$ cat config.mk
export PLATFORM = sky130hd
export DESIGN_NAME = mem_copy_top
export DESIGN_NICKNAME = d
export VERILOG_FILES = /design/src/verilog/mem_copy_pkg.sv /design/src/verilog/mem_copy_top.sv /design/src/verilog/load_store_mixer.sv /design/src/verilog/store_unit.sv /design/src/verilog/word_fifo.sv /design/src/verilog/load_unit.sv /design/src/verilog/copy_ctrl.sv
export VERILOG_INCLUDE_DIRS = /design/src /design/src/include
export SDC_FILE = /design/constraint.sdc
export NUM_CORES = 1
export LEC_CHECK = 0
export BUFFER_PORTS_ARGS = -buffer_cell sky130_fd_sc_hd__buf_2
export CORE_MARGIN = 2
export CORE_UTILIZATION = 30
export CTS_CLUSTER_DIAMETER = 150
export DETAILED_ROUTE_END_ITERATION = 8
export PLACE_DENSITY = 0.58
export SETUP_SLACK_MARGIN = 0.1
export SYNTH_ARGS = -nofsm -noshare
export SYNTH_HDL_FRONTEND = slang
export SYNTH_SLANG_ARGS = --single-unit
$ cat constraint.sdc
create_clock -name clk_i -period 4.9 [get_ports clk_i]
set_clock_uncertainty 0.2 [all_clocks]
set_input_delay 0.735 -clock clk_i [delete_from_list [all_inputs] [get_ports clk_i]]
set_output_delay 0.735 -clock clk_i [all_outputs]
set_load 0.1 [all_outputs]
$ cat src/include/mem_copy_consts.svh
`ifndef MEM_COPY_CONSTS_SVH
`define MEM_COPY_CONSTS_SVH

// word address width
`define ADDR_W 16

// data word width
`define DATA_W 32

// words buffered between load and store side
`define FIFO_DEPTH 8

// length and count width, lengths 1 to 255
`define CNT_W 8

`endif
$ cat src/verilog/mem_copy_pkg.sv
`include "mem_copy_consts.svh"

package mem_copy_pkg;

  // one access on the shared memory port
  typedef struct packed {
    logic               req;   // request strobe
    logic               wen;   // 1 = read, 0 = write
    logic [`ADDR_W-1:0] add;   // word address
    logic [`DATA_W-1:0] data;  // write data
  } mem_req_t;

  // read response, valid one cycle after a granted read
  typedef struct packed {
    logic               r_valid;
    logic [`DATA_W-1:0] r_data;
  } mem_rsp_t;

  // controller states
  typedef enum logic [1:0] {
    IDLE,
    RUN,
    FINISH
  } copy_state_e;

endpackage

$ cat src/verilog/mem_copy_top.sv
`timescale 1ns/1ps
`include "mem_copy_consts.svh"

module mem_copy_top import mem_copy_pkg::*; (
  input  logic               clk_i,
  input  logic               rst_ni,
  input  logic               start,
  input  logic [`ADDR_W-1:0] src_addr,
  input  logic [`ADDR_W-1:0] dst_addr,
  input  logic [`CNT_W-1:0]  length,
  output logic               busy,
  output logic               done,
  output mem_req_t           mem_req,
  input  logic               mem_gnt,
  input  mem_rsp_t           mem_rsp
);

  logic               go;
  logic               clear;
  logic [`ADDR_W-1:0] load_base;
  logic [`ADDR_W-1:0] store_base;
  logic [`CNT_W-1:0]  count;
  logic               store_done;

  mem_req_t           load_req;
  mem_req_t           store_req;
  mem_rsp_t           load_rsp;
  logic               load_gnt;
  logic               store_gnt;

  logic               push;
  logic [`DATA_W-1:0] push_data;
  logic               pop;
  logic [`DATA_W-1:0] pop_data;
  logic               empty;
  logic [`CNT_W-1:0]  fifo_count;

  copy_ctrl u_ctrl (
    .clk_i, .rst_ni, .start, .src_addr, .dst_addr, .length, .store_done,
    .go, .clear, .load_base, .store_base, .count, .busy, .done
  );

  load_unit u_load (
    .clk_i, .rst_ni, .go, .base(load_base), .count, .fifo_count,
    .req(load_req), .gnt(load_gnt), .rsp(load_rsp), .push, .push_data
  );

  word_fifo u_fifo (
    .clk_i, .rst_ni, .clear, .push, .push_data, .pop, .pop_data, .empty, .fifo_count
  );

  store_unit u_store (
    .clk_i, .rst_ni, .go, .base(store_base), .count, .empty, .pop_data, .pop,
    .req(store_req), .gnt(store_gnt), .store_done
  );

  load_store_mixer u_mixer (
    .clk_i, .rst_ni, .clear,
    .load_req, .load_gnt, .load_rsp,
    .store_req, .store_gnt,
    .out_req(mem_req), .out_gnt(mem_gnt), .out_rsp(mem_rsp)
  );

endmodule

$ cat src/verilog/load_store_mixer.sv
`timescale 1ns/1ps

module load_store_mixer import mem_copy_pkg::*; (
  input  logic     clk_i,
  input  logic     rst_ni,
  input  logic     clear,
  input  mem_req_t load_req,
  output logic     load_gnt,
  output mem_rsp_t load_rsp,
  input  mem_req_t store_req,
  output logic     store_gnt,
  output mem_req_t out_req,
  input  logic     out_gnt,
  input  mem_rsp_t out_rsp
);

  localparam logic LOAD  = 1'b0;
  localparam logic STORE = 1'b1;

  logic rr_q;        // channel preferred on a tie
  logic hold_q;      // a request was stalled last cycle
  logic hold_sel_q;  // channel of the stalled request
  logic sel;
  logic xfer;

  // a stalled winner keeps the port so its fields stay steady
  always_comb begin
    if (hold_q)
      sel = hold_sel_q;
    else if (load_req.req && store_req.req)
      sel = rr_q;
    else if (store_req.req)
      sel = STORE;
    else
      sel = LOAD;
  end

  assign out_req = (sel == STORE) ? store_req : load_req;
  assign xfer    = out_req.req && out_gnt;

  assign load_gnt  = xfer && (sel == LOAD);
  assign store_gnt = xfer && (sel == STORE);

  always_ff @(posedge clk_i or negedge rst_ni) begin
    if (!rst_ni) begin
      rr_q       <= LOAD;
      hold_q     <= 1'b0;
      hold_sel_q <= LOAD;
    end else if (clear) begin
      rr_q       <= LOAD;
      hold_q     <= 1'b0;
      hold_sel_q <= LOAD;
    end else begin
      if (xfer) rr_q <= ~rr_q;
      hold_q     <= out_req.req && !out_gnt;
      hold_sel_q <= sel;
    end
  end

  // only reads return data, so any valid response belongs to the load side
  always_comb begin
    if (out_rsp.r_valid)
      load_rsp = out_rsp;
    else
      load_rsp = '0;
  end

endmodule

$ cat src/verilog/store_unit.sv
`timescale 1ns/1ps
`include "mem_copy_consts.svh"

module store_unit import mem_copy_pkg::*; (
  input  logic               clk_i,
  input  logic               rst_ni,
  input  logic               go,
  input  logic [`ADDR_W-1:0] base,
  input  logic [`CNT_W-1:0]  count,
  input  logic               empty,
  input  logic [`DATA_W-1:0] pop_data,
  output logic               pop,
  output mem_req_t           req,
  input  logic               gnt,
  output logic               store_done
);

  logic [`ADDR_W-1:0] addr_q;
  logic [`CNT_W-1:0]  left_q;  // words still to write

  always_ff @(posedge clk_i or negedge rst_ni) begin
    if (!rst_ni) begin
      addr_q <= '0;
      left_q <= '0;
    end else if (go) begin
      addr_q <= base;
      left_q <= count;
    end else if (pop) begin
      addr_q <= addr_q + 1'b1;
      left_q <= left_q - 1'b1;
    end
  end

  // head word stays put until the write is granted
  always_comb begin
    req.req  = (left_q != '0) && !empty;
    req.wen  = 1'b0;
    req.add  = addr_q;
    req.data = pop_data;
  end

  assign pop        = req.req && gnt;
  assign store_done = pop;  // one pulse per granted write

endmodule

$ cat src/verilog/word_fifo.sv
`timescale 1ns/1ps
`include "mem_copy_consts.svh"

module word_fifo (
  input  logic               clk_i,
  input  logic               rst_ni,
  input  logic               clear,
  input  logic               push,
  input  logic [`DATA_W-1:0] push_data,
  input  logic               pop,
  output logic [`DATA_W-1:0] pop_data,
  output logic               empty,
  output logic [`CNT_W-1:0]  fifo_count
);

  localparam int unsigned PTR_W = $clog2(`FIFO_DEPTH);
  localparam logic [PTR_W-1:0] LAST = PTR_W'(`FIFO_DEPTH - 1);

  logic [`DATA_W-1:0] mem_q [`FIFO_DEPTH];
  logic [PTR_W-1:0]   wr_ptr_q;
  logic [PTR_W-1:0]   rd_ptr_q;
  logic               full;
  logic               do_push;
  logic               do_pop;

  assign full    = (fifo_count == `CNT_W'(`FIFO_DEPTH));
  assign empty   = (fifo_count == '0);
  assign do_push = push && !full;
  assign do_pop  = pop && !empty;

  always_ff @(posedge clk_i) begin
    if (do_push) mem_q[wr_ptr_q] <= push_data;
  end

  always_ff @(posedge clk_i or negedge rst_ni) begin
    if (!rst_ni) begin
      wr_ptr_q   <= '0;
      rd_ptr_q   <= '0;
      fifo_count <= '0;
    end else if (clear) begin
      wr_ptr_q   <= '0;
      rd_ptr_q   <= '0;
      fifo_count <= '0;
    end else begin
      if (do_push) wr_ptr_q <= (wr_ptr_q == LAST) ? '0 : wr_ptr_q + 1'b1;
      if (do_pop)  rd_ptr_q <= (rd_ptr_q == LAST) ? '0 : rd_ptr_q + 1'b1;
      if (do_push && !do_pop)      fifo_count <= fifo_count + 1'b1;
      else if (!do_push && do_pop) fifo_count <= fifo_count - 1'b1;
    end
  end

  assign pop_data = mem_q[rd_ptr_q];  // head of queue

endmodule

$ cat src/verilog/load_unit.sv
`timescale 1ns/1ps
`include "mem_copy_consts.svh"

module load_unit import mem_copy_pkg::*; (
  input  logic               clk_i,
  input  logic               rst_ni,
  input  logic               go,
  input  logic [`ADDR_W-1:0] base,
  input  logic [`CNT_W-1:0]  count,
  input  logic [`CNT_W-1:0]  fifo_count,
  output mem_req_t           req,
  input  logic               gnt,
  input  mem_rsp_t           rsp,
  output logic               push,
  output logic [`DATA_W-1:0] push_data
);

  localparam logic [`CNT_W:0] DEPTH = `FIFO_DEPTH;

  logic [`ADDR_W-1:0] addr_q;
  logic [`CNT_W-1:0]  left_q;        // reads still to issue
  logic [`CNT_W-1:0]  outstanding_q; // granted reads without response
  logic               credit_ok;
  logic               issue;

  // in-flight reads plus buffered words must leave room for one more
  assign credit_ok = ({1'b0, outstanding_q} + {1'b0, fifo_count}) < DEPTH;
  assign issue     = req.req && gnt;

  always_ff @(posedge clk_i or negedge rst_ni) begin
    if (!rst_ni) begin
      addr_q        <= '0;
      left_q        <= '0;
      outstanding_q <= '0;
    end else if (go) begin
      addr_q        <= base;
      left_q        <= count;
      outstanding_q <= '0;
    end else begin
      if (issue) begin
        addr_q <= addr_q + 1'b1;
        left_q <= left_q - 1'b1;
      end
      if (issue && !rsp.r_valid) outstanding_q <= outstanding_q + 1'b1;
      else if (!issue && rsp.r_valid) outstanding_q <= outstanding_q - 1'b1;
    end
  end

  always_comb begin
    req.req  = (left_q != '0) && credit_ok;
    req.wen  = 1'b1;  // read
    req.add  = addr_q;
    req.data = '0;
  end

  assign push      = rsp.r_valid;  // every response lands in the FIFO
  assign push_data = rsp.r_data;

endmodule

$ cat src/verilog/copy_ctrl.sv
`timescale 1ns/1ps
`include "mem_copy_consts.svh"

module copy_ctrl import mem_copy_pkg::*; (
  input  logic               clk_i,
  input  logic               rst_ni,
  input  logic               start,
  input  logic [`ADDR_W-1:0] src_addr,
  input  logic [`ADDR_W-1:0] dst_addr,
  input  logic [`CNT_W-1:0]  length,
  input  logic               store_done,
  output logic               go,
  output logic               clear,
  output logic [`ADDR_W-1:0] load_base,
  output logic [`ADDR_W-1:0] store_base,
  output logic [`CNT_W-1:0]  count,
  output logic               busy,
  output logic               done
);

  copy_state_e       state_q;
  logic [`CNT_W-1:0] stored_q;   // stores completed so far
  logic              last_store;

  assign last_store = store_done && (stored_q == count - 1'b1);

  // setup is captured once per accepted start
  always_ff @(posedge clk_i) begin
    if (state_q == IDLE && start) begin
      load_base  <= src_addr;
      store_base <= dst_addr;
      count      <= length;
    end
  end

  always_ff @(posedge clk_i or negedge rst_ni) begin
    if (!rst_ni) begin
      state_q  <= IDLE;
      go       <= 1'b0;
      clear    <= 1'b0;
      stored_q <= '0;
    end else begin
      go    <= 1'b0;  // single cycle pulses
      clear <= 1'b0;
      case (state_q)
        IDLE: begin
          if (start) begin
            state_q  <= RUN;
            go       <= 1'b1;
            clear    <= 1'b1;
            stored_q <= '0;
          end
        end
        RUN: begin
          if (store_done) begin
            stored_q <= stored_q + 1'b1;
            if (last_store) state_q <= FINISH;
          end
        end
        FINISH:  state_q <= IDLE;  // done shows here
        default: state_q <= IDLE;
      endcase
    end
  end

  assign busy = (state_q == RUN);
  assign done = (state_q == FINISH);

endmodule

### Word level (Yosys, flattened, before mapping)

Memory sizes are Yosys's and may differ from the RTL's.
Index checks and enable logic that the tools add are counted.
Widths: inputs -> output; s select.

| word-level totals | value |
|---|---|
| register bits after elaboration | 124 |
| memory bits (writable) | 256 |
| input bits | 77 |
| output and inout bits | 52 |
| memories | 1 |

| operators by class | value |
|---|---|
| $add $sub $neg | 13 |
| order comparisons | 1 |
| equality and inequality tests | 9 |
| muxes and demuxes | 40 |
| bitwise gates (word level) | 2 |
| reduce and logical (&&, ||, !) cells | 38 |

Memories:

| memory | depth | width | read ports | clocked after Yosys merged registers in | wr ports | RTL line | source |
|---|---|---|---|---|---|---|---|
| u_fifo.mem_q | 8 | 32 | 1 | 0 | 1 | word_fifo.sv:19 | `` logic [`DATA_W-1:0] mem_q [`FIFO_DEPTH]; `` |

Operator list:

| kind | count |
|---|---|
| $mux 8 | 12 |
| $mux 16 | 4 |
| $mux 50 | 1 |
| $sub 8x1->8 const B | 5 |
| $mux 33 | 1 |
| $add 16x1->16 const B | 2 |
| $add 8x1->8 const B | 3 |
| $mux 3 | 6 |
| $logic_and 1x1->1 | 17 |
| $pmux 8 s2 | 1 |
| $reduce_bool 8->1 | 2 |
| $reduce_bool 2->1 | 6 |
| $mux 1 | 11 |
| $add 8x8->9 | 1 |
| $lt 9x4->1 const B | 1 |
| $eq 8x4->1 const B | 1 |
| $eq 8x8->1 | 1 |
| $logic_not 8->1 | 1 |
| $logic_not 1->1 | 7 |
| $add 3x1->3 const B | 2 |
| $eq 3x3->1 const B | 2 |
| $mux 2 | 3 |
| $reduce_and 3->1 | 2 |
| $reduce_bool 3->1 | 2 |
| other kinds (7) | 9 |

### Logic depth before layout (Yosys ltp)

| logic depth | value |
|---|---|
| word-level depth | 15 |
| depth in mapped cells | 19 |

### Cells and area by module

Synthesis repeated with hierarchy kept, for this count alone.

| unflattened totals | value |
|---|---|
| cell total of the unflattened synthesis | 1,255 |
| area, all modules | 18,352.6 µm² |

Modules (own cells, without submodules):

| module | instances | cells an instance | area each (µm²) | sequential area each (µm²) |
|---|---|---|---|---|
| word_fifo | 1 | 486 | 10,640.2 | 8,037.7 |
| load_unit | 1 | 352 | 2,990.4 | 800.8 |
| copy_ctrl | 1 | 116 | 1,920.6 | 1,476.4 |
| store_unit | 1 | 193 | 1,780.5 | 600.6 |
| load_store_mixer | 1 | 108 | 1,021.0 | 75.1 |

### Least setup slack after synthesis

Ideal clock, no wire load.

| timing | value |
|---|---|
| path kind | input-to-reg |
| start | in mem_rsp[32] (netlist bit) |
| end | mem u_fifo.mem_q[2][0] (netlist bit), enable pin |
| library setup time | 0.513 ns |
| arrival | 4.526 ns |
| data required time | 4.187 ns |
| slack | -0.339 ns |
| stages on the path | 3 |
| buffers on the path | 1 |
| path through | o21ai_0 > clkbuf_1 > nor4b_1 |

| on the way | value |
|---|---|
| word-level cells in the longest chain between the ends | 4 |

Ends and longest elaborated chain:

| element | RTL line | source |
|---|---|---|
| start, declared | mem_copy_top.sv:15 | `input mem_rsp_t mem_rsp` |
| $mux 33 | load_store_mixer.sv:62 | `if (out_rsp.r_valid)` |
| $logic_and 1x1->1 | word_fifo.sv:28 | `assign do_push = push && !full;` |
| $mux 1 | word_fifo.sv:32 | `if (do_push) mem_q[wr_ptr_q] <= push_data;` |
| $mux 1 (implied by the code) | word_fifo.sv:32 |  |
| end, declared | word_fifo.sv:19 |  |

No other way between the ends.

==> results_tabular.tex <==
\begin{tabular}{lr}
\hline
Metric & Value \\
\hline
\multicolumn{2}{l}{\textbf{Clocking}} \\
\quad CTS tree & done \\
\quad CTS Root Buffer Type & sky130\_fd\_sc\_hd\_\_clkbuf\_16 \\
\quad Max H-tree Level & 2 \\
\quad Clock-pin slew on the worst setup and hold paths & 60 ps \\
\quad Clock network latency to the later pin of the worst-skew pair & around 550 ps \\
\quad Total of hold buffers inserted after clock tree synthesis & 0 \\
\quad Total clock sinks & 380 \\
\quad Number of CTS-inserted buffers & 40 \\
\quad Maximum count of clock buffers along a single path & 3 \\
\multicolumn{2}{l}{\textbf{Floorplanning}} \\
\quad Starting density of the core & 30.40\% \\
\quad Die area & 0.05919 mm2 \\
\quad Core region area & 0.05650 mm2 \\
\quad I/O pins & 129 \\
\quad Count of standard-cell rows & 87 \\
\quad Width of the die & 243.3 um \\
\quad Chip Height & 243.3 um \\
\multicolumn{2}{l}{\textbf{Yosys}} \\
\quad Post-synthesis instance total & 1,175 \\
\quad Synth area leaders & sky130\_fd\_sc\_hd\_\_edfxtp\_1, sky130\_fd\_sc\_hd\_\_dfrtp\_1, sky130\_fd\_sc\_hd\_\_mux4\_2 \\
\quad Commonest register cell after synthesis & sky130\_fd\_sc\_hd\_\_edfxtp\_1 \\
\quad Xor and xnor area share after synthesis & 1.916\% \\
\quad Mux contribution to synthesized area & 12.22\% \\
\quad Sequential element share of the synthesized area & a little under two thirds \\
\quad Synthesized-area fraction occupied by ao, oa, aoi and oai cells & 6.381\% \\
\quad Fraction of synthesis flops using an asynchronous set or reset pin & between 20 and 25\% \\
\quad Number of distinct standard cells referenced by the synthesized netlist & between 70 and 80 \\
\quad Post-synth design cell area & between 0.015 and 0.02 mm2 \\
\quad Yosys top cell by area & sky130\_fd\_sc\_hd\_\_edfxtp\_1 \\
\quad Synthesized net count & 1,283 \\
\quad Area fraction in and, or, nand and nor cells after synthesis & 10.93\% \\
\quad Mean area per synthesized cell & 14.62 um2 \\
\quad \#FFs+latches synth & 380 \\
\quad Number of warnings printed during yosys synthesis & 0 \\
\quad Post-synth top area share & between 50\% and 60\% \\
\quad Share of synthesized cell area in full adder, half adder and majority cells & 2.346\% \\
\quad Post-synth EDFFs & between 200 and 300 \\
\quad Dominant combinational cell family by area after synthesis & multiplexers \\
\multicolumn{2}{l}{\textbf{Status}} \\
\quad Result of the run & complete, no violations \\
\multicolumn{2}{l}{\textbf{Worst setup path}} \\
\quad Worst reg2reg path startpoint & u\_fifo.fifo\_count[4]\$\_DFFE\_PN0P\_ \\
\quad Sort of element at the start of the critical path & flop \\
\quad Required time of the worst setup path & 3960 ps \\
\quad Start point of the critical path & u\_fifo.fifo\_count[2]\$\_DFFE\_PN0P\_ \\
\quad Reg2reg path depth & 15 \\
\quad Crit path capture type & output port \\
\quad Max FO, Critical Path & 28 \\
\quad Startpoint-to-endpoint class of the critical path & reg2out \\
\quad Data arrival at the endpoint of the critical path & 3750 ps \\
\quad Endpoint of the worst setup timing path & mem\_req[23] \\
\quad Capture instance of the worst register-to-register path & u\_fifo.fifo\_count[6]\$\_DFFE\_PN0P\_ \\
\quad Slack of the worst reg-to-reg path & 460 ps \\
\multicolumn{2}{l}{\textbf{Routing}} \\
\quad Number of antenna-violating nets in the routed design & 0 \\
\quad Number of detailed-routing iterations run before antenna repair & 5 \\
\quad Routed via count divided by cell count & 4.974 \\
\quad DR DRC count & 0 \\
\quad Iter 0 DRT Violations & 745 \\
\quad Detailed-route via count & 10,480 \\
\quad Post-detailed-routing wire length & 39.29 mm \\
\quad Routed len/inst & about 19 um \\
\multicolumn{2}{l}{\textbf{Timing}} \\
\quad Max-slew headroom at the worst pin & 32.48\% \\
\quad Pins Over Slew Limit & 0 \\
\quad FMAX & approximately 210 MHz \\
\quad Count of endpoints failing hold in the final timing report & 0 \\
\quad Final worst-path cycle share & 95.64\% \\
\quad Worst Hold Slack & 8.356 ps \\
\quad Slew of the pin with the lowest slew margin & 1008 ps \\
\quad Shortest clock period the worst path allows after layout & 4686 ps \\
\quad Setup-violating endpoint count in the final report & 0 \\
\quad Final WS setup & 213.8 ps \\
\quad RSZ-0062 raised after global routing & false \\
\multicolumn{2}{l}{\textbf{Global routing}} \\
\quad Gr ovfl total & 0 \\
\quad Global-route usage over all layers & 13.15\% \\
\quad Pin count of the biggest net entering global routing & 85 \\
\quad Vias in the first global route & 10,760 \\
\quad Wire length of the first global-routing pass & between 60 and 70 mm \\
\quad Number of antenna violations at the first check in global routing & 0 \\
\multicolumn{2}{l}{\textbf{Placed design}} \\
\quad Area after detailed placement & 0.01916 mm2 \\
\quad Global placer's final weighted congestion & 0.8007 \\
\quad Pre-CTS setup slack & approximately 380 ps \\
\quad Post-DP HPWL & 24.55 mm \\
\quad Port Buffers & 128 \\
\quad Placed cell count & between 2,000 and 2,500 \\
\multicolumn{2}{l}{\textbf{Run}} \\
\quad Maxcap violations & 0 \\
\multicolumn{2}{l}{\textbf{Layout}} \\
\quad Most common cell after layout, fill and taps aside & sky130\_fd\_sc\_hd\_\_edfxtp\_1 \\
\quad Highest-count cells in the layout ignoring fill and taps & sky130\_fd\_sc\_hd\_\_edfxtp\_1, sky130\_fd\_sc\_hd\_\_dfrtp\_1, sky130\_fd\_sc\_hd\_\_buf\_2 \\
\quad Cell area after layout & 0.02066 mm2 \\
\quad Post-Layout Cell Count & 2,107 \\
\quad Layout net count & approximately 1,400 \\
\quad Layout overhead on the synthesized area & 20.29\% \\
\quad Fraction of layout instances using a drive strength above 1 & between 20\% and 30\% \\
\quad Antenna diodes & 0 \\
\multicolumn{2}{l}{\textbf{Min path}} \\
\quad Path category of the worst min-delay check & in2async \\
\hline
\end{tabular}
-- synth_stat cells (all sizes together) (18+ instances only) --
library cell  number
edfxtp           296
o21ai             48
mux2              21
nand4             27
inv               34
clkbuf            36
a31oi             19
nand2             63
mux4              64
mux2i             42
and2              34
or4               19
dfrtp             84
xnor2             19
buf               24
nor2              75
and3              18
nand3             25
nor3              27
a21oi             28
ha                29
-- worst max-delay path, stage by stage (launching register included) --
cell                       delay, ps
sky130_fd_sc_hd__dfrtp_1         440
sky130_fd_sc_hd__ha_1            380
sky130_fd_sc_hd__nand4_1         210
sky130_fd_sc_hd__a211oi_2        330
sky130_fd_sc_hd__buf_4           160
sky130_fd_sc_hd__nor3_2           40
sky130_fd_sc_hd__o22a_2          240
sky130_fd_sc_hd__buf_4           210
sky130_fd_sc_hd__a311oi_2        380
sky130_fd_sc_hd__a21oi_4         110
sky130_fd_sc_hd__buf_12          180
sky130_fd_sc_hd__nor2_1          170
sky130_fd_sc_hd__buf_4           310
-- cells by family (layout without fill, tap and decap cells) --
family / Yosys count / after routing
buffers and inverters: 94 / 270
AO/OA/AOI/OAI: 162 / 162
AND/OR/NAND/NOR: 345 / 345
XOR/XNOR: 36 / 36
flip-flops: 380 / 380
multiplexers: 127 / 127
adder cells (fa/ha/maj): 31 / 31
-- sequential cells by signal, indices dropped and copies added (netlist names), 2 cells and up --
register / count
u_fifo.rd_ptr_q: 3
u_ctrl.count: 8
u_load.outstanding_q: 8
u_load.addr_q: 16
u_fifo.wr_ptr_q: 3
u_fifo.mem_q: 256
u_store.addr_q: 16
u_ctrl.store_base: 16
u_ctrl.stored_q: 8
u_ctrl.load_base: 16
u_ctrl.state_q: 2
u_load.left_q: 8
u_fifo.fifo_count: 8
u_store.left_q: 8
-- how the worst min path moves through the flow --
stage | end | slack, ps | start | cells after the start
2_1_floorplan | u_load.addr_q[0]$_DFFE_PN0P_ | 230 | u_ctrl.load_base[0]$_DFFE_PP_ | 2
3_3_place_gp | u_store.addr_q[0]$_DFFE_PN0P_ | 240 | u_ctrl.store_base[0]$_DFFE_PP_ | 2
3_5_place_dp | u_store.addr_q[1]$_DFFE_PN0P_ | 250 | u_ctrl.store_base[1]$_DFFE_PP_ | 2
4_1_cts | u_load.addr_q[4]$_DFFE_PN0P_ | 10 | rst_ni | 1
5_1_grt | u_load.addr_q[4]$_DFFE_PN0P_ | 40 | rst_ni | 1
6_report | u_load.addr_q[7]$_DFFE_PN0P_ | 8 | rst_ni | 1
-- metrics by stage --
| stage | utilization, % | setup TNS [ps] |
|---|---|---|
| 5_1_grt | 36.57 | 0 |
| 3_3_place_gp | 33.91 | 0 |
| 6_report | 36.57 | 0 |
| 4_1_cts | 36.43 | 0 |
| 2_1_floorplan | - | -57.26 |
| 3_5_place_dp | 33.91 | 0 |
-- final cells by class --
type,count,area [um2]
fill,5364,35830
sequential,380,11000
multi-input combinational,701,5938
timing repair buffer,165,1306
clock buffer,49,1045
tap,756,945.9
clock inverter,22,300.3
inverter,34,127.6
-- layer usage --
metal	vias up	GRT usage (%)	wire length, um
li1	4848	-	-
met1	5384	18.14	18090
met2	200	21.93	19140
met3	48	1.740	1408
met4	0	3.302	647
met5	-	0	0
-- timing repair --
item	CTS	global route
setup endpoints to repair	45	50
setup buffers	1	3
resized for setup	28	16
pin swaps	0	2
Power is left out: the tool's default activity adds up to more than one toggle a clock period on the data nets, which glitch-free logic cannot reach.
